<file path="src/design/trig_cfg_pkg.sv">
// sizing constants shared by the stores, the readout controller and the combiner.
package trig_cfg_pkg;

    // one trigger lane per detector channel in a half.
    // each lane owns one byte lane of the metadata store.
    localparam int NUM_LANES = 8;

    // metadata slice carried for one lane.
    localparam int LANE_W = 8;

    // full metadata word of one store, eight bytes side by side.
    // together with the eight parity-position trigger bits this fills a 72-bit URAM word.
    localparam int META_W = NUM_LANES * LANE_W;

    // a store address selects one time slot.
    localparam int ADDR_W = 12;

    // number of time slots, which is the full address space of one URAM.
    localparam int DEPTH = 1 << ADDR_W;

    // width of the trigger-bit count over both halves.
    // sixteen lanes at most, so five bits are enough.
    localparam int CNT_W = 5;

endpackage

</file>
<file path="src/design/trig_types_pkg.sv">
// bundles that travel between the stores, the readout controller and the combiner.
package trig_types_pkg;

    import trig_cfg_pkg::*;

    // one port-A write into a store.
    // every set bit of we writes that lane's metadata byte and sets its trigger bit.
    typedef struct packed {
        logic                 wr_en;
        logic [ADDR_W-1:0]    waddr;
        logic [META_W-1:0]    metadata;
        logic [NUM_LANES-1:0] we;
    } trig_wr_t;

    // port-B command to a store.
    // rd_phase low reads the slot, rd_phase high clears it.
    typedef struct packed {
        logic              rd_en;
        logic              rd_phase;
        logic [ADDR_W-1:0] raddr;
    } store_rd_t;

    // one 72-bit store word as seen on the read port.
    // the trigger bits sit where the parity bits of the URAM would be.
    typedef struct packed {
        logic [META_W-1:0]    metadata;
        logic [NUM_LANES-1:0] trigger;
    } store_dout_t;

    // one finished readout of a time slot from both halves.
    // trig and meta fields are already masked, hit_count counts the masked bits.
    typedef struct packed {
        logic                 valid;
        logic [ADDR_W-1:0]    addr;
        logic [NUM_LANES-1:0] trig_a;
        logic [NUM_LANES-1:0] trig_b;
        logic [META_W-1:0]    meta_a;
        logic [META_W-1:0]    meta_b;
        logic [CNT_W-1:0]     hit_count;
        logic                 accept;
    } l2_result_t;

    // readout sequence: a read cycle and then a clear cycle.
    typedef enum logic [1:0] {
        IDLE,
        READ,
        CLEAR
    } readout_state_e;

endpackage

</file>
<file path="src/design/l2_readout_ctrl.sv">
`timescale 1ns/100ps
// readout sequencer for both trigger stores.
// a start strobe turns into a read command and then a clear command to the same slot.
// both stores see the same command, so the two halves always stay in lockstep.
module l2_readout_ctrl (
    input  logic                              clk_i,
    input  logic                              reset_i,
    input  logic                              start_i,
    input  logic [trig_cfg_pkg::ADDR_W-1:0]   rd_addr_i,
    output logic                              busy_o,
    output trig_types_pkg::store_rd_t         rd_o,
    output logic [trig_cfg_pkg::ADDR_W-1:0]   addr_o,
    output logic                              issued_o
);

    import trig_cfg_pkg::*;
    import trig_types_pkg::*;

    readout_state_e    state_q;
    readout_state_e    state_d;

    // slot address captured with the start strobe.
    logic [ADDR_W-1:0] addr_q;

    // registered port-B command and the marker of its read cycle.
    store_rd_t         rd_q;
    logic              issued_q;

    // the sequence always runs to completion because nothing can hold it.
    always_comb begin
        state_d = state_q;
        case (state_q)
            IDLE: begin
                if (start_i) begin
                    state_d = READ;
                end
            end
            READ: begin
                state_d = CLEAR;
            end
            CLEAR: begin
                state_d = IDLE;
            end
            default: begin
                state_d = IDLE;
            end
        endcase
    end

    always_ff @(posedge clk_i) begin
        if (reset_i) begin
            state_q <= IDLE;
        end else begin
            state_q <= state_d;
        end
    end

    // only a strobe taken in IDLE loads the address.
    // strobes during a sequence are dropped here and never reach the stores.
    always_ff @(posedge clk_i) begin
        if (state_q == IDLE && start_i) begin
            addr_q <= rd_addr_i;
        end
    end

    // the command goes out one cycle after the state that asks for it.
    // phase and address follow the state and the latched slot on every edge.
    // the stores look at them only while rd_en is high.
    always_ff @(posedge clk_i) begin
        if (reset_i) begin
            rd_q.rd_en <= 1'b0;
            issued_q   <= 1'b0;
        end else begin
            rd_q.rd_en <= (state_q == READ) || (state_q == CLEAR);
            issued_q   <= (state_q == READ);
        end
        rd_q.rd_phase <= (state_q == CLEAR);
        rd_q.raddr    <= addr_q;
    end

    assign busy_o   = (state_q != IDLE);
    assign rd_o     = rd_q;
    // the address travels with the read marker, so the combiner can tag its result.
    assign addr_o   = rd_q.raddr;
    assign issued_o = issued_q;

endmodule

</file>
<file path="config.mk">
export PLATFORM = sky130hd
export DESIGN_NAME = l2_readout_ctrl
export DESIGN_NICKNAME = d
export VERILOG_FILES = /design/src/design/trig_cfg_pkg.sv /design/src/design/trig_types_pkg.sv /design/src/design/l2_readout_ctrl.sv
export SDC_FILE = /design/constraint.sdc
export NUM_CORES = 1
export LEC_CHECK = 0
export BUFFER_PORTS_ARGS = -buffer_cell sky130_fd_sc_hd__buf_2
export CORE_MARGIN = 2
export CORE_UTILIZATION = 40
export CTS_CLUSTER_DIAMETER = 120
export DETAILED_ROUTE_END_ITERATION = 10
export GPL_TIMING_DRIVEN = 0
export PLACE_DENSITY = 0.73
export SLEW_MARGIN = 0
export SYNTH_ARGS = -nofsm -noshare
export SYNTH_HDL_FRONTEND = slang
export SYNTH_SLANG_ARGS = --single-unit
export TNS_END_PERCENT = 10
</file>
<file path="constraint.sdc">
create_clock -name clk_i -period 1.4 [get_ports clk_i]
set_clock_uncertainty 0.2 [all_clocks]
set_input_delay 0.42 -clock clk_i [delete_from_list [all_inputs] [get_ports clk_i]]
set_output_delay 0.42 -clock clk_i [all_outputs]
set_load 0.01 [all_outputs]
</file>
== Word-level counts from Yosys, hierarchy flattened ==
Index checks and enable logic that the tools add are counted.
Operators by class
  equality and inequality tests: 3
  mux-type cells: 2
  reduce and logical (&&, ||, !) cells: 4
Operator list (number)
  $pmux 2 s2: 1
  $eq 2x1->1 const B: 1
  $eq 2x2->1 const B: 1
  $logic_not 2->1: 1
  $mux 2: 1
  $ne 2x2->1 const B: 1
  $reduce_bool 2->1: 1
  $logic_and 1x1->1: 1
  $logic_or 1x1->1: 1
Word-level totals
  bits in registers: 29
  output and inout bits: 28
  logic and storage cells: 15

== Longest topological paths before layout ==
  depth in word-level cells: 2
  gate-level depth with buffers: 4
  gate-level depth less buffers: 4

== Least setup slack after synthesis ==
OpenSTA, ideal clock, no wires.
  path type: register to register
  start point: reg state_q[0]
  end point: reg addr_q[0], enable pin
  library setup time: 321 ps
  data arrival time: 855 ps
  required time: 879 ps
  setup slack: 23 ps
  cell stages (with the launch flop): 4
  path buffers: 0
  path through: dfxtp_1 -> inv_1 -> ha_1 -> and2_2
On the way
  word-level cells in the longest chain between the ends: 2
RTL lines
  from (decl): RTL line l2_readout_ctrl.sv:19  | readout_state_e state_q;
  from (signal assigned): RTL line l2_readout_ctrl.sv:54  | state_q <= state_d;
  $logic_not 2->1: RTL line l2_readout_ctrl.sv:61  | if (state_q == IDLE && start_i) begin
  $logic_and 1x1->1: RTL line l2_readout_ctrl.sv:61
  to (signal assigned): RTL line l2_readout_ctrl.sv:62  | addr_q <= rd_addr_i;
  to (decl): RTL line l2_readout_ctrl.sv:23  | logic [ADDR_W-1:0] addr_q;
No other way between the ends.
A chain may end at the register's enable or synchronous reset.

== Final worst setup path ==
  start point: reg state_q[1]
  end point: out busy_o
On the way
  word-level cells in the longest chain between the ends: 1
RTL lines
  $reduce_bool 2->1: RTL line l2_readout_ctrl.sv:81  | assign busy_o = (state_q != IDLE);
  to (decl): RTL line l2_readout_ctrl.sv:10  | output logic busy_o,
No other way between the ends.

==> flow_metrics.env <==
export IMPL_syn_inst=57
export IMPL_cap_violations=0
export IMPL_dp_slack_ps=-140
export IMPL_startpoint_type="flip-flop"
export IMPL_diodes=0
export IMPL_drv_slew=0
export IMPL_dieArea_um2=2730
export IMPL_violations="setup timing"
export IMPL_avgSynthCellArea_um2=16.3
export IMPL_multi_input_area_um2=150
export IMPL_drt_iter0_markers=7
export IMPL_overflow=0
export IMPL_grt_pass1_wl_mm=2.21
export IMPL_synth_seq_cells=29
export IMPL_synth_area_leaders="edfxtp_1 39%, dfxtp_1 37%, buf_4 9.7%"
export IMPL_io_pin_count=43
export IMPL_initial_core_util=0.420
export IMPL_yosysTopAreaCellShare=0.388
export IMPL_clkLatencyLatePin_ps=320
export IMPL_cp_data_required_time_ps=780
export IMPL_clk_path_buf_depth=2
export IMPL_dp_hpwl_um=927
export IMPL_nets=131
export IMPL_fin_hold_ws_ps=70.1
export IMPL_status="finished, violations left"
export IMPL_yosysTopAreaCell="edfxtp_1"
export IMPL_grt_pass1_vias=524
export IMPL_synth_area_um2=930
export IMPL_wl_mm=1.64
export IMPL_period_share=1.17
export IMPL_numCtsBuffers=5
export IMPL_clockRootBuffer="clkbuf_4"
export IMPL_worstMarginPinSlew_ps=147
export IMPL_first_pass_iters=4
export IMPL_setup_ws_ps=-236
export IMPL_track_usage=0.128
export IMPL_critPathKind="flip-flop to output pin"
export IMPL_synth_nets=76
export IMPL_vias_per_cell=4.25
export IMPL_core_area_um2=2210
export IMPL_htree_levels=2
export IMPL_die_width_um=52.2
export IMPL_relSlewSlack=0.902
export IMPL_placement_rows=17
export IMPL_max_clock_freq_mhz=611
export IMPL_grt_start_max_net_pins=10
export IMPL_synthToLayoutAreaGrowth_pct=52.2
export IMPL_finalSetupViolations=15
export IMPL_rsz0062_at_grt="true"
export IMPL_place_congestion=0.633
export IMPL_regArea_um2=718
export IMPL_cp_max_fo=2
export IMPL_portBuffers=42
export IMPL_hold_path_class="input pin to flip-flop"
export IMPL_ys_warn_count=0
export IMPL_n_fill_cell=170
export IMPL_synth_cell_types=12
export IMPL_yosysSeqAreaShare=0.754
export IMPL_final_layout_size_suffix_gt1_frac=0.779
export IMPL_rrSetupSlack_ps=-40
export IMPL_layout_common_cells="26 x buf_2, 19 x buf_6, 14 x buf_4, 14 x dfxtp_2, 12 x edfxtp_1"
export IMPL_vias=599
export IMPL_clk_pin_slew_ps=90
export IMPL_grt_antenna_before_repair=0
export IMPL_cts_sinks=29
export IMPL_powerDensity_nw_per_um2=1460
export IMPL_die_h_um=52.2
export IMPL_cts_tree="yes"
export IMPL_hold_viol_final=0
export IMPL_ant_nets=0
export IMPL_drc=0
export IMPL_crit_arrival_ps=1020
export IMPL_fin_crit_ps=1640
export IMPL_hold_buffers=0
export IMPL_mostFrequentLayoutCell="buf_2"
export IMPL_wl_per_cell_um=11.6
export IMPL_end_kind="output pin"
export IMPL_vdd_ir_drop_max_mv=0.977
export IMPL_total_leakage_power_nw=0.655
[metal layers]
metal,global-route usage,part of all wire,vias to the layer above
met5,0,0,-
met2,0.207,0.53,36
li1,-,-,287
met1,0.111,0.36,272
met4,0.0897,0.015,0
met3,0.0857,0.094,4
[logic make-up (layout without fill, tap and decap cells)]
logic type      count (synthesis)  in the layout  synth area share
buf+inv                        15             70             0.109
fa+ha+maj                       4              4            0.0538
compound gates                  1              1           0.00538
mux                             1              1            0.0161
flops                          29             29             0.754
simple gates                    7              8            0.0619
[report_power, final]
group / switching (W) / leakage (nW) / internal, W
clock: 0.000272 / 0.0320 / 0.000191
sequential: 0.0000524 / 0.257 / 0.00102
combinational: 0.000213 / 0.365 / 0.000324
[synthesized netlist by cell type]
| library cell | instances |
|---|---|
| mux2_4 | 1 |
| dfxtp_1 | 17 |
| nand2b_1 | 1 |
| edfxtp_1 | 12 |
| nor2b_4 | 1 |
| ha_1 | 4 |
| nand4bb_1 | 1 |
| inv_1 | 3 |
| o21ai_1 | 1 |
| and2_2 | 1 |
| nor2b_1 | 3 |
| buf_4 | 12 |
[metrics by stage]
| stage | setup TNS [ps] | utilization | total power (W) | cells | cell area, um^2 |
|---|---|---|---|---|---|
| 5_1_grt | -2640 | 0.640 | 0.00218 | 141 | 1420 |
| 3_3_place_gp | -1100 | 0.531 | 0.00142 | 127 | 1170 |
| 4_1_cts | -1880 | 0.593 | 0.00200 | 141 | 1310 |
| 2_1_floorplan | 0 | - | 0.00128 | 57 | 930 |
| 3_5_place_dp | -1780 | 0.531 | 0.00143 | 127 | 1170 |
| 6_report | -1580 | 0.640 | 0.00207 | 141 | 1420 |
[final timing paths]
path,start,to,cells past startpoint
worst min-delay path,rd_addr_i[5],addr_q[5],1
worst min register to register,addr_q[6],addr_o[6],0
worst max-delay path,state_q[1],busy_o,4
worst max register to register,state_q[1],state_q[1],5
[layout make-up]
class / count / share of cell area
Sequential cell: 29 / 0.508
Timing Repair Buffer: 47 / 0.246
Multi-Input combinational cell: 14 / 0.106
Buffer: 12 / 0.0716
Clock buffer: 6 / 0.0292
Tap cell: 28 / 0.0248
Inverter: 3 / 0.00796
Clock inverter: 2 / 0.00707
[worst max-delay path: stages, from the launching register on]
cell and delay [ps]:
dfxtp_2 350, inv_2 60, ha_4 160, inv_2 40, buf_6 90
[registers in the layout, summed over array words and instances (netlist names)]
register / cells
rd_o: 2
state_q: 2
addr_q: 12
issued_o: 1
addr_o: 12
[what timing repair did]
item                                    in CTS  in global routing
gates resized for setup                     19                 21
endpoints found under the setup margin      38                 41
pin swaps                                    1                  1
gates cloned                                 1                  0
buffers inserted                             5                  0
Note: power is estimated with default switching activity, not from simulation.
