File: src/design/trig_cfg_pkg.sv
// sizing constants shared by the stores, the readout controller and the combiner.
package trig_cfg_pkg;

    // one trigger lane per detector channel in a half.
    // each lane owns one byte lane of the metadata store.
    localparam int NUM_LANES = 8;

    // metadata slice carried for one lane.
    localparam int LANE_W = 8;

    // full metadata word of one store, eight bytes side by side.
    // together with the eight parity-position trigger bits this fills a 72-bit URAM word.
    localparam int META_W = NUM_LANES * LANE_W;

    // a store address selects one time slot.
    localparam int ADDR_W = 12;

    // number of time slots, which is the full address space of one URAM.
    localparam int DEPTH = 1 << ADDR_W;

    // width of the trigger-bit count over both halves.
    // sixteen lanes at most, so five bits are enough.
    localparam int CNT_W = 5;

endpackage

File: src/design/trig_types_pkg.sv
// bundles that travel between the stores, the readout controller and the combiner.
package trig_types_pkg;

    import trig_cfg_pkg::*;

    // one port-A write into a store.
    // every set bit of we writes that lane's metadata byte and sets its trigger bit.
    typedef struct packed {
        logic                 wr_en;
        logic [ADDR_W-1:0]    waddr;
        logic [META_W-1:0]    metadata;
        logic [NUM_LANES-1:0] we;
    } trig_wr_t;

    // port-B command to a store.
    // rd_phase low reads the slot, rd_phase high clears it.
    typedef struct packed {
        logic              rd_en;
        logic              rd_phase;
        logic [ADDR_W-1:0] raddr;
    } store_rd_t;

    // one 72-bit store word as seen on the read port.
    // the trigger bits sit where the parity bits of the URAM would be.
    typedef struct packed {
        logic [META_W-1:0]    metadata;
        logic [NUM_LANES-1:0] trigger;
    } store_dout_t;

    // one finished readout of a time slot from both halves.
    // trig and meta fields are already masked, hit_count counts the masked bits.
    typedef struct packed {
        logic                 valid;
        logic [ADDR_W-1:0]    addr;
        logic [NUM_LANES-1:0] trig_a;
        logic [NUM_LANES-1:0] trig_b;
        logic [META_W-1:0]    meta_a;
        logic [META_W-1:0]    meta_b;
        logic [CNT_W-1:0]     hit_count;
        logic                 accept;
    } l2_result_t;

    // readout sequence: a read cycle and then a clear cycle.
    typedef enum logic [1:0] {
        IDLE,
        READ,
        CLEAR
    } readout_state_e;

endpackage

File: src/design/l2_trig_combiner.sv
`timescale 1ns/100ps
// L2 combiner for the two halves.
// it lines the readout marker up with the store data, applies the lane mask,
// counts the surviving triggers and registers one result word.
module l2_trig_combiner (
    input  logic                                 clk_i,
    input  logic                                 reset_i,
    input  logic                                 issued_i,
    input  logic [trig_cfg_pkg::ADDR_W-1:0]      addr_i,
    input  trig_types_pkg::store_dout_t          dout_a_i,
    input  trig_types_pkg::store_dout_t          dout_b_i,
    // low half masks side A, high half masks side B.
    input  logic [2*trig_cfg_pkg::NUM_LANES-1:0] mask_i,
    input  logic [trig_cfg_pkg::CNT_W-1:0]       threshold_i,
    output trig_types_pkg::l2_result_t           result_o
);

    import trig_cfg_pkg::*;
    import trig_types_pkg::*;

    // marker and address delayed by the store read latency.
    logic                 issued_q;
    logic [ADDR_W-1:0]    addr_q;

    // masked view of both halves.
    logic [NUM_LANES-1:0] trig_a_m;
    logic [NUM_LANES-1:0] trig_b_m;
    logic [META_W-1:0]    meta_a_m;
    logic [META_W-1:0]    meta_b_m;
    logic [CNT_W-1:0]     hit_count;

    l2_result_t           result_q;

    // zero the metadata byte of every lane that is masked off.
    function automatic logic [META_W-1:0] mask_meta(
        input logic [META_W-1:0]    meta,
        input logic [NUM_LANES-1:0] lane_en
    );
        logic [META_W-1:0] masked;
        for (int l = 0; l < NUM_LANES; l++) begin
            masked[l*LANE_W +: LANE_W] = lane_en[l] ? meta[l*LANE_W +: LANE_W] : '0;
        end
        return masked;
    endfunction

    always_ff @(posedge clk_i) begin
        if (reset_i) begin
            issued_q <= 1'b0;
        end else begin
            issued_q <= issued_i;
        end
        addr_q <= addr_i;
    end

    // the mask is applied here, at the L2 input, since the stores keep every lane.
    always_comb begin
        trig_a_m = dout_a_i.trigger & mask_i[NUM_LANES-1:0];
        trig_b_m = dout_b_i.trigger & mask_i[2*NUM_LANES-1:NUM_LANES];
        meta_a_m = mask_meta(dout_a_i.metadata, mask_i[NUM_LANES-1:0]);
        meta_b_m = mask_meta(dout_b_i.metadata, mask_i[2*NUM_LANES-1:NUM_LANES]);
    end

    // population count over all sixteen masked trigger bits.
    always_comb begin
        hit_count = '0;
        for (int l = 0; l < NUM_LANES; l++) begin
            hit_count = hit_count + CNT_W'(trig_a_m[l]) + CNT_W'(trig_b_m[l]);
        end
    end

    // valid is a single pulse per readout.
    // the rest of the word holds until the next readout replaces it.
    always_ff @(posedge clk_i) begin
        if (reset_i) begin
            result_q.valid <= 1'b0;
        end else begin
            result_q.valid <= issued_q;
        end
        if (issued_q) begin
            result_q.addr      <= addr_q;
            result_q.trig_a    <= trig_a_m;
            result_q.trig_b    <= trig_b_m;
            result_q.meta_a    <= meta_a_m;
            result_q.meta_b    <= meta_b_m;
            result_q.hit_count <= hit_count;
            // a threshold of zero accepts even an empty slot.
            result_q.accept    <= (hit_count >= threshold_i);
        end
    end

    assign result_o = result_q;

endmodule

File: config.mk
export PLATFORM = sky130hd
export DESIGN_NAME = l2_trig_combiner
export DESIGN_NICKNAME = d
export VERILOG_FILES = /design/src/design/trig_cfg_pkg.sv /design/src/design/trig_types_pkg.sv /design/src/design/l2_trig_combiner.sv
export SDC_FILE = /design/constraint.sdc
export NUM_CORES = 1
export LEC_CHECK = 0
export BUFFER_PORTS_ARGS = -buffer_cell sky130_fd_sc_hd__buf_2
export CAP_MARGIN = 20
export CELL_PAD_IN_SITES_DETAIL_PLACEMENT = 0
export CELL_PAD_IN_SITES_GLOBAL_PLACEMENT = 1
export CORE_UTILIZATION = 35
export DETAILED_ROUTE_END_ITERATION = 8
export GPL_TIMING_DRIVEN = 0
export PLACE_DENSITY_LB_ADDON = 0.1
export RECOVER_POWER = 100
export SYNTH_ARGS = -nofsm -noshare
export SYNTH_HDL_FRONTEND = slang
export SYNTH_SLANG_ARGS = --single-unit
File: constraint.sdc
create_clock -name clk_i -period 5.1 [get_ports clk_i]
set_clock_uncertainty 0.15 [all_clocks]
set_input_delay 0.51 -clock clk_i [delete_from_list [all_inputs] [get_ports clk_i]]
set_output_delay 0.51 -clock clk_i [all_outputs]
set_load 0.05 [all_outputs]
== Word-level counts from Yosys, hierarchy flattened ==
Cells that the tools add are included.

* Bits in registers: 176
* Input bits: 180
* Output and inout bits: 163
* Logic and storage cells: 42

* Add/subtract/negate cells: 15
* Magnitude comparators: 1
* Bitwise operators: 2

{| class="wikitable"
|+ Operator list
! kind !! count
|-
| $add A5 B1 Y5 || 11
|-
| $and A8 B8 Y8 || 2
|-
| $add A4 B1 Y5 || 1
|-
| $ge A5 B5 Y1 || 1
|-
| $add A3 B1 Y4 || 1
|-
| $add A2 B1 Y3 || 1
|-
| $add A1 B1 Y2 || 1
|}

== Depth between registers and ports, before layout ==
Gate-level depths: netlist of run 1.

* Depth in word-level cells: 17
* Mapped depth: 16
* Gate-level depth less buffers: 16

== Worst setup path after synthesis of run 1 ==
No wires, ideal clock.

* Kind: register to register
* Start: register issued_q
* End: register result_q (netlist bit result_o[0]) (enable)
* Setup time: 537 ps
* Arrival: 3831 ps
* Required time: 4413 ps
* Slack: 581 ps
* Stages on the path, launching flop included: 1
* Buffers on the path: 0
* Period minus slack after synthesis: 4519 ps
* Cell sequence: dfxtp_1

{| class="wikitable"
|+ RTL lines
! item !! RTL line !! RTL
|-
| start: declaration || l2_trig_combiner.sv:22 || <nowiki>logic issued_q;</nowiki>
|-
| start signal: assignment || l2_trig_combiner.sv:50 || <nowiki>issued_q <= issued_i;</nowiki>
|-
| end: declaration || l2_trig_combiner.sv:32 || <nowiki>l2_result_t result_q;</nowiki>
|}

No word-level cell between the ends.

== Worst setup path in the final report of run 1 ==
* Start: input mask_i[15] in the netlist's numbering
* End: register result_q (netlist bit result_o[0]) (data pin)

* Longest elaborated chain between the ends: 3

{| class="wikitable"
|+ Ends and longest elaborated chain
! item !! RTL line !! RTL
|-
| start: declaration || l2_trig_combiner.sv:13 || <nowiki>input logic [2*trig_cfg_pkg::NUM_LANES-1:0] mask_i,</nowiki>
|-
| $and A8 B8 Y8 || l2_trig_combiner.sv:58 || <nowiki>trig_b_m = dout_b_i.trigger & mask_i[2*NUM_LANES-1:NUM_LANES];</nowiki>
|-
| via trig_b_m[7] || l2_trig_combiner.sv:27 || <nowiki>logic [NUM_LANES-1:0] trig_b_m;</nowiki>
|-
| $add A5 B1 Y5 || l2_trig_combiner.sv:67 || <nowiki>hit_count = hit_count + CNT_W'(trig_a_m[l]) + CNT_W'(trig_b_m[l]);</nowiki>
|-
| via hit_count[2] || l2_trig_combiner.sv:30 || <nowiki>logic [CNT_W-1:0] hit_count;</nowiki>
|-
| $ge A5 B5 Y1 || l2_trig_combiner.sv:87 || <nowiki>result_q.accept <= (hit_count >= threshold_i);</nowiki>
|}

The timed path passes the listed nets, and every way through them passes these cells.
A chain may end at the register's enable or synchronous reset.

==> results of run 1 <==
==> per-layer routing <==
metal | up-vias | global-route usage, %
li1 | 2028 | -
met1 | 1911 | 17.13
met2 | 211 | 28.03
met3 | 20 | 7.620
met4 | 0 | 7.629
met5 | - | 0
==> cells in the final DEF (no fill, tap or decap), types with 2 or more instances in the layout <==
cell type                    netlist  final
sky130_fd_sc_hd__buf_2             0    163
sky130_fd_sc_hd__nor2b_1           3      3
sky130_fd_sc_hd__dfxtp_1          14     14
sky130_fd_sc_hd__edfxtp_1        162    162
sky130_fd_sc_hd__a21oi_1           2      3
sky130_fd_sc_hd__clkinvlp_4        0      3
sky130_fd_sc_hd__and2_0            0     89
sky130_fd_sc_hd__clkbuf_1          0    179
sky130_fd_sc_hd__inv_6             0      4
sky130_fd_sc_hd__clkinv_4          0      2
sky130_fd_sc_hd__clkbuf_16         0     18
sky130_fd_sc_hd__nand2_1           5      5
sky130_fd_sc_hd__ha_1             10     10
sky130_fd_sc_hd__fa_1             10     10
sky130_fd_sc_hd__inv_8             0      4
sky130_fd_sc_hd__and2_1          140     51
sky130_fd_sc_hd__inv_1            19     19
sky130_fd_sc_hd__a21o_1            2      2
sky130_fd_sc_hd__clkbuf_2          0      2
==> cell families (layout without fill, tap and decap cells) <==
family / Yosys count / after routing
buffers and inverters: 19 / 395
xor gates and xnor gates: 2 / 2
adders and majority gates: 20 / 20
DFF: 176 / 176
and+or+nand+nor: 149 / 149
AOI/OAI and AO/OA: 7 / 7
==> final timing paths <==
kind | slack, ns | end | from
max | 0.42 | result_o[0] | mask_i[15]
min | 0.04 | addr_q[11] | addr_i[11]
max reg2reg | 1.94 | result_o[136] | issued_q
min reg2reg | 0.25 | result_o[156] | addr_q[6]
==> report_power, final <==
group,internal (W),switching [W]
registers,0.00165,0.0000175
clock network,0.000678,0.000594
logic,0.000160,0.000333
==> registers in the layout, indices dropped and copies added (netlist names) <==
signal    count
addr_q       12
issued_q      1
result_o    163
==> final cells by class <==
cell class | instances | area, um2
fillers | 1700 | 9195
repair buffers | 344 | 1498
flip-flops and latches | 176 | 5145
multi-input cells | 178 | 1304
clock inverters | 14 | 136.4
inverters | 19 | 71.32
clock buffers | 18 | 450.4
well taps | 229 | 286.5
==> metrics by stage <==
stage,instance area [um2],hold slack [ns],setup TNS (ns),worst slack [ns],utilization (%)
after CTS,9168,0.01191,0,0.5684,50.69
after global routing,8891,0.003980,0,0.2248,49.16
final,8891,0.03599,0,0.4194,49.16
after global placement,8522,0.2355,-144.85,-0.9000,47.12
after floorplan,6524,0.2355,0,0.5815,-
after detailed placement,8581,0.2418,0,0.1277,47.44
==> impl_summary.txt, run 1 <==
----------------------------------------------------
[CTS]
  Max clock buf depth ... 2
  CTS clock-pin slew for the worst setup and hold paths ... 0.07 ns
  Post-cts repair resize count ... 0
  Total setup buffers inserted after CTS ... 0
  Clock Sinks ... 176
  Number of H-tree levels ... 4
  Total clock buffers created by CTS ... 17
  Source-to-sink clock delay at the later pin of the worst-skew pair ... between 0.4 and 0.5 ns
  TritonCTS clock tree ... yes
  Clk Tree Root Cell ... sky130_fd_sc_hd__clkbuf_16
  Hold buffer count at CTS ... 0

[Min path]
  Hold WC Path Type ... in2reg
  Number of instances on the worst hold path ... 1

[Worst setup path]
  Bufs and invs on worst path ... 3
  Stage delay of the slowest cell on the critical path ... 0.50 ns
  Cell mode on critical path ... sky130_fd_sc_hd__fa_1
  Kind of capture point of the worst setup path ... register
  Highest-delay cell along the critical path ... sky130_fd_sc_hd__fa_1
  Data arrival time at the worst-slack endpoint ... 4.70 ns
  CP delay by family, top ... adder cells
  Logic depth of the worst setup path including buffers ... 15
  Reg2reg path depth ... 1
  Worst path cell trace ... clkbuf_1 -> and2_1 -> fa_1 -> fa_1 -> inv_1 -> fa_1 -> fa_1 -> inv_1 -> ha_1 -> fa_1 -> xor2_1 -> ha_1 -> a21o_1 -> a31oi_1 -> o21ai_0
  Required time at the worst-slack endpoint ... approximately 5.1 ns
  Kind of start point of the critical path ... input pin
  Largest fanout on the critical path ... 9
  Crit Path Class ... in2reg

[Floorplanning]
  Chip width ... 138.5 um
  Number of cell rows ... between 40 and 50
  Starting utilization of the core area ... a little over a third
  Die Area ... 19190 um2
  Floorplan Core Area ... roughly 18000 um2
  Die span in y ... 138.5 um
  Ports ... 343

[Global route]
  All-layer global routing usage ... ~16%
  Wire length of the first global-routing pass ... 23.45 mm
  Pin count of the biggest net entering global routing ... ~70
  Number of antenna violations at the first check in global routing ... 0
  Number of global-route vias before repair ... 4426
  Remaining global-route overflow ... 0

[Final layout]
  Area grow syn2layout ... 36.29%
  Final Net Count ... 936
  Final Instance Count excl. Fillers ... between 900 and 1000
  Antenna fix cells ... 0
  Layout cells sized above 1 ... a little over a quarter

[Detailed routing]
  Detail Route met3 WL ... 1.773 mm
  Iter 0 DRT Violations ... 177
  Average routed wire per standard cell ... 15.62 um
  Met2 Routed Length ... between 7 and 8 mm
  First-pass iteration count of the detailed router ... 6
  Met1 wire length ... about 5.5 mm
  Detail-routed via count per cell ... 4.264
  Remaining routing DRC violations ... 45
  Antenna-violating nets left ... 0
  Total wire length after detailed routing ... 15.28 mm
  Via count of the routed design ... roughly 4200
  Top routing layer used ... met4

[Synthesis]
  Yosys top cell by area ... sky130_fd_sc_hd__edfxtp_1
  Area fraction in and, or, nand and nor cells after synthesis ... 14.10%
  Leading cell types by total area after synthesis ... sky130_fd_sc_hd__edfxtp_1, sky130_fd_sc_hd__and2_1, sky130_fd_sc_hd__dfxtp_1
  Count of flip-flops with a built-in enable after synthesis ... between 150 and 200
  Nets in the synthesized netlist ... roughly 570
  Multiplexer fraction of the synthesized cell area ... 0%
  Number of synthesis warnings ... 0
  Share of the synthesized area in the top cell type ... 74.57%
  Netlist area before placement ... 6524 um2
  Async S/R FF share, synth ... 0%
  Area share of xor/xnor cells in the synthesized design ... 0.2685%
  Most instantiated library cell after synthesis ... sky130_fd_sc_hd__edfxtp_1
  Unique cell type count in the Yosys netlist ... 16
  Post-Syn Area per Cell ... around 17 um2
  Share of synthesized area occupied by flip-flops and latches ... between 70% and 80%
  Primary flip-flop cell chosen by synthesis mapping ... sky130_fd_sc_hd__edfxtp_1
  Most instantiated cells after synthesis ... sky130_fd_sc_hd__edfxtp_1, sky130_fd_sc_hd__and2_1, sky130_fd_sc_hd__inv_1
  Area share of fa/ha/maj cells after synthesis ... under 10%
  Cell count after synthesis ... 373
  Area fraction in compound gates after synthesis ... 0.6904%
  Combinational family with the most area after synthesis ... simple AND/OR/NAND/NOR gates
  Register bit count reported by yosys ... 176

[Pwr]
  Power per cell area ... 386.3 nW/um2
  Standby leakage power ... 3.543 nW
  Worst vdd ir ... 206.9 uV
  Tot Pwr ... 0.003435 W

[Timing]
  Maximum frequency from static timing analysis ... 0.2136 GHz
  Count of final hold-check violations ... 0
  Final worst-path cycle share ... 91.78%
  Fin crit period ... between 4 and 5 ns
  RSZ-0062 raised after global routing ... false
  Pins over their slew limit ... 139
  Count of final setup violators ... 0
  Slew at the pin closest to its max-slew limit ... 1.755 ns
  Slew HR ... -16.97%

[Run status]
  Outcome ... complete, but fails checks
  Violations in the final reports ... DRC, capacitance limit, slew limit

[Run]
  Max-capacitance violation count ... 2

[Placement]
  Placed cell count ... 946
  Sum of net half-perimeters after detailed placement ... between 10 and 15 mm
  Number of buffers added on ports ... 342
  Routability congestion estimate ... 0.7361

----------------------------------------------------
No activity file was read; power rests on OpenSTA's default activity.
==> run 2, diff against run 1 <==
PLACE_DENSITY = 0.8   (was not set)
PLACE_DENSITY_LB_ADDON = not set   (was 0.1)
==> run 2 against run 1 <==
Effect of this change:
- largest power group unchanged
- the flow still finishes with violations (DRC, capacitance limit, slew limit)
- combinational power up 2%
- setup slack better by 0.038 ns
- maximum frequency up 0.82%
- flip-flop and latch count unchanged
==> impl_summary.txt, run 2 (synthesis gave the netlist of run 1 again) <==
----------------------------------------------------
[CTS]
  Number of H-tree levels ... 4
  Clock Sinks ... between 150 and 200
  TritonCTS clock tree ... yes
  Total clock buffers created by CTS ... 17
  Clk Tree Root Cell ... sky130_fd_sc_hd__clkbuf_16
  Hold buffer count at CTS ... 0
  CTS clock-pin slew for the worst setup and hold paths ... 0.08 ns
  Post-cts repair resize count ... 0
  Source-to-sink clock delay at the later pin of the worst-skew pair ... 0.42 ns
  Max clock buf depth ... 2
  Total setup buffers inserted after CTS ... 0

[Timing]
  Count of final hold-check violations ... 0
  Hold_ws ... 0.03182 ns
  Count of final setup violators ... 0
  Final worst-path cycle share ... 91.03%
  Slew at the pin closest to its max-slew limit ... 3.755 ns
  Smallest setup slack after layout ... between 0.4 and 0.5 ns
  RSZ-0062 raised after global routing ... false
  Maximum frequency from static timing analysis ... roughly 0.22 GHz
  Fin crit period ... 4.643 ns
  Slew HR ... -150.3%
  Pins over their slew limit ... between 100 and 150

[Worst setup path]
  Highest-delay cell along the critical path ... sky130_fd_sc_hd__fa_1
  Worst path cell trace ... clkbuf_1 -> and2_1 -> fa_1 -> fa_1 -> inv_1 -> fa_1 -> fa_1 -> inv_1 -> ha_1 -> fa_1 -> xor2_1 -> ha_1 -> a21o_1 -> a31oi_1 -> o21ai_0
  Crit Path Class ... in2reg
  Kind of start point of the critical path ... input pin
  Data arrival time at the worst-slack endpoint ... 4.66 ns
  CP delay by family, top ... adder cells
  Largest fanout on the critical path ... 9
  Stage delay of the slowest cell on the critical path ... 0.50 ns
  Required time at the worst-slack endpoint ... between 5 and 6 ns
  Cell mode on critical path ... sky130_fd_sc_hd__fa_1
  Bufs and invs on worst path ... 3
  Kind of capture point of the worst setup path ... register

[Global route]
  Number of global-route vias before repair ... 4490
  Remaining global-route overflow ... 0
  Number of antenna violations at the first check in global routing ... 0
  All-layer global routing usage ... 16.25%
  Wire length of the first global-routing pass ... 23.61 mm
  Pin count of the biggest net entering global routing ... 78

[Floorplanning]
  Chip width ... 138.5 um
  Floorplan Core Area ... 18090 um2
  Die Area ... 19190 um2
  Die span in y ... between 100 and 150 um
  Starting utilization of the core area ... 36.07%
  Number of cell rows ... 49
  Ports ... ~340

[Run status]
  Violations in the final reports ... DRC, capacitance limit, slew limit
  Outcome ... complete, but fails checks

[Detailed routing]
  Antenna-violating nets left ... 0
  First-pass iteration count of the detailed router ... 6
  Iter 0 DRT Violations ... 199
  Remaining routing DRC violations ... 50
  Total wire length after detailed routing ... 15.23 mm
  Detail-routed via count per cell ... 4.370
  Average routed wire per standard cell ... ~16 um
  Via count of the routed design ... about 4300

[Run]
  Max-capacitance violation count ... 2

[Final layout]
  Core utilization of the finished layout ... 49.26%
  Final Instance Count excl. Fillers ... 978
  Layout cells sized above 1 ... 26.17%
  Leading cell types in the layout, fill and taps excluded ... sky130_fd_sc_hd__clkbuf_1, sky130_fd_sc_hd__buf_2, sky130_fd_sc_hd__edfxtp_1
  Most common cell after layout, fill and taps aside ... sky130_fd_sc_hd__clkbuf_1
  Flip-flop count of the largest register after layout ... between 150 and 200
  Post-route standard cell area excluding fillers ... 8910 um2
  Area grow syn2layout ... 36.57%
  Final Net Count ... 936
  Antenna fix cells ... 0

[Min path]
  Hold WC Path Type ... in2reg

[Pwr]
  Worst vdd ir ... 209.6 uV
  Standby leakage power ... 3.553 nW
  Power per cell area ... just under 400 nW/um2

[Placement]
  Dpl cell area ... around 8600 um2
  Placed cell count ... 946
  Number of buffers added on ports ... between 300 and 400
  Setup slack at placement ... 0.1136 ns
  Sum of net half-perimeters after detailed placement ... 11.66 mm
  Routability congestion estimate ... 0.8086

----------------------------------------------------
[run 2: report_power, final]
part / switching [W] / internal, W / total (W)
logic: 0.000341 / 0.000161 / 0.000502
clock network: 0.000633 / 0.000670 / 0.00130
registers: 0.0000161 / 0.00165 / 0.00167
[run 2: path summary, 6_finish.rpt]
| check | from | endpoint | slack (ns) | cells past startpoint |
|---|---|---|---|---|
| worst min register to register | addr_q[1] | result_o[151] | 0.26 | 0 |
| worst max-delay path | mask_i[15] | result_o[0] | 0.46 | 15 |
| worst min-delay path | addr_i[10] | addr_q[10] | 0.03 | 1 |
| worst max register to register | issued_q | result_o[11] | 0.93 | 1 |
[run 2: stage by stage]
step	TNS, ns	total power [W]
finish	0	0.003475
global route	0	0.003636
CTS	0	0.003542
detailed placement	0	0.002233
global placement	-97.97	0.002225
floorplan	0	0.002056
[run 2: routing by layer]
metal  global-route usage, %  vias up  share of wire (%)
li1                        -     2029                  -
met1                   17.91     2006                 37
met2                   28.21      221                 51
met3                   6.339       18                 10
met4                   6.268        0                1.8
met5                       0        -                  0
[run 2: final cells by class]
class | count | area, um2
clock buffers | 17 | 425.4
clock inverters | 15 | 181.4
fillers | 1671 | 9176
inverters | 19 | 71.32
multi-input cells | 178 | 1304
flip-flops and latches | 176 | 5145
well taps | 229 | 286.5
repair buffers | 344 | 1496
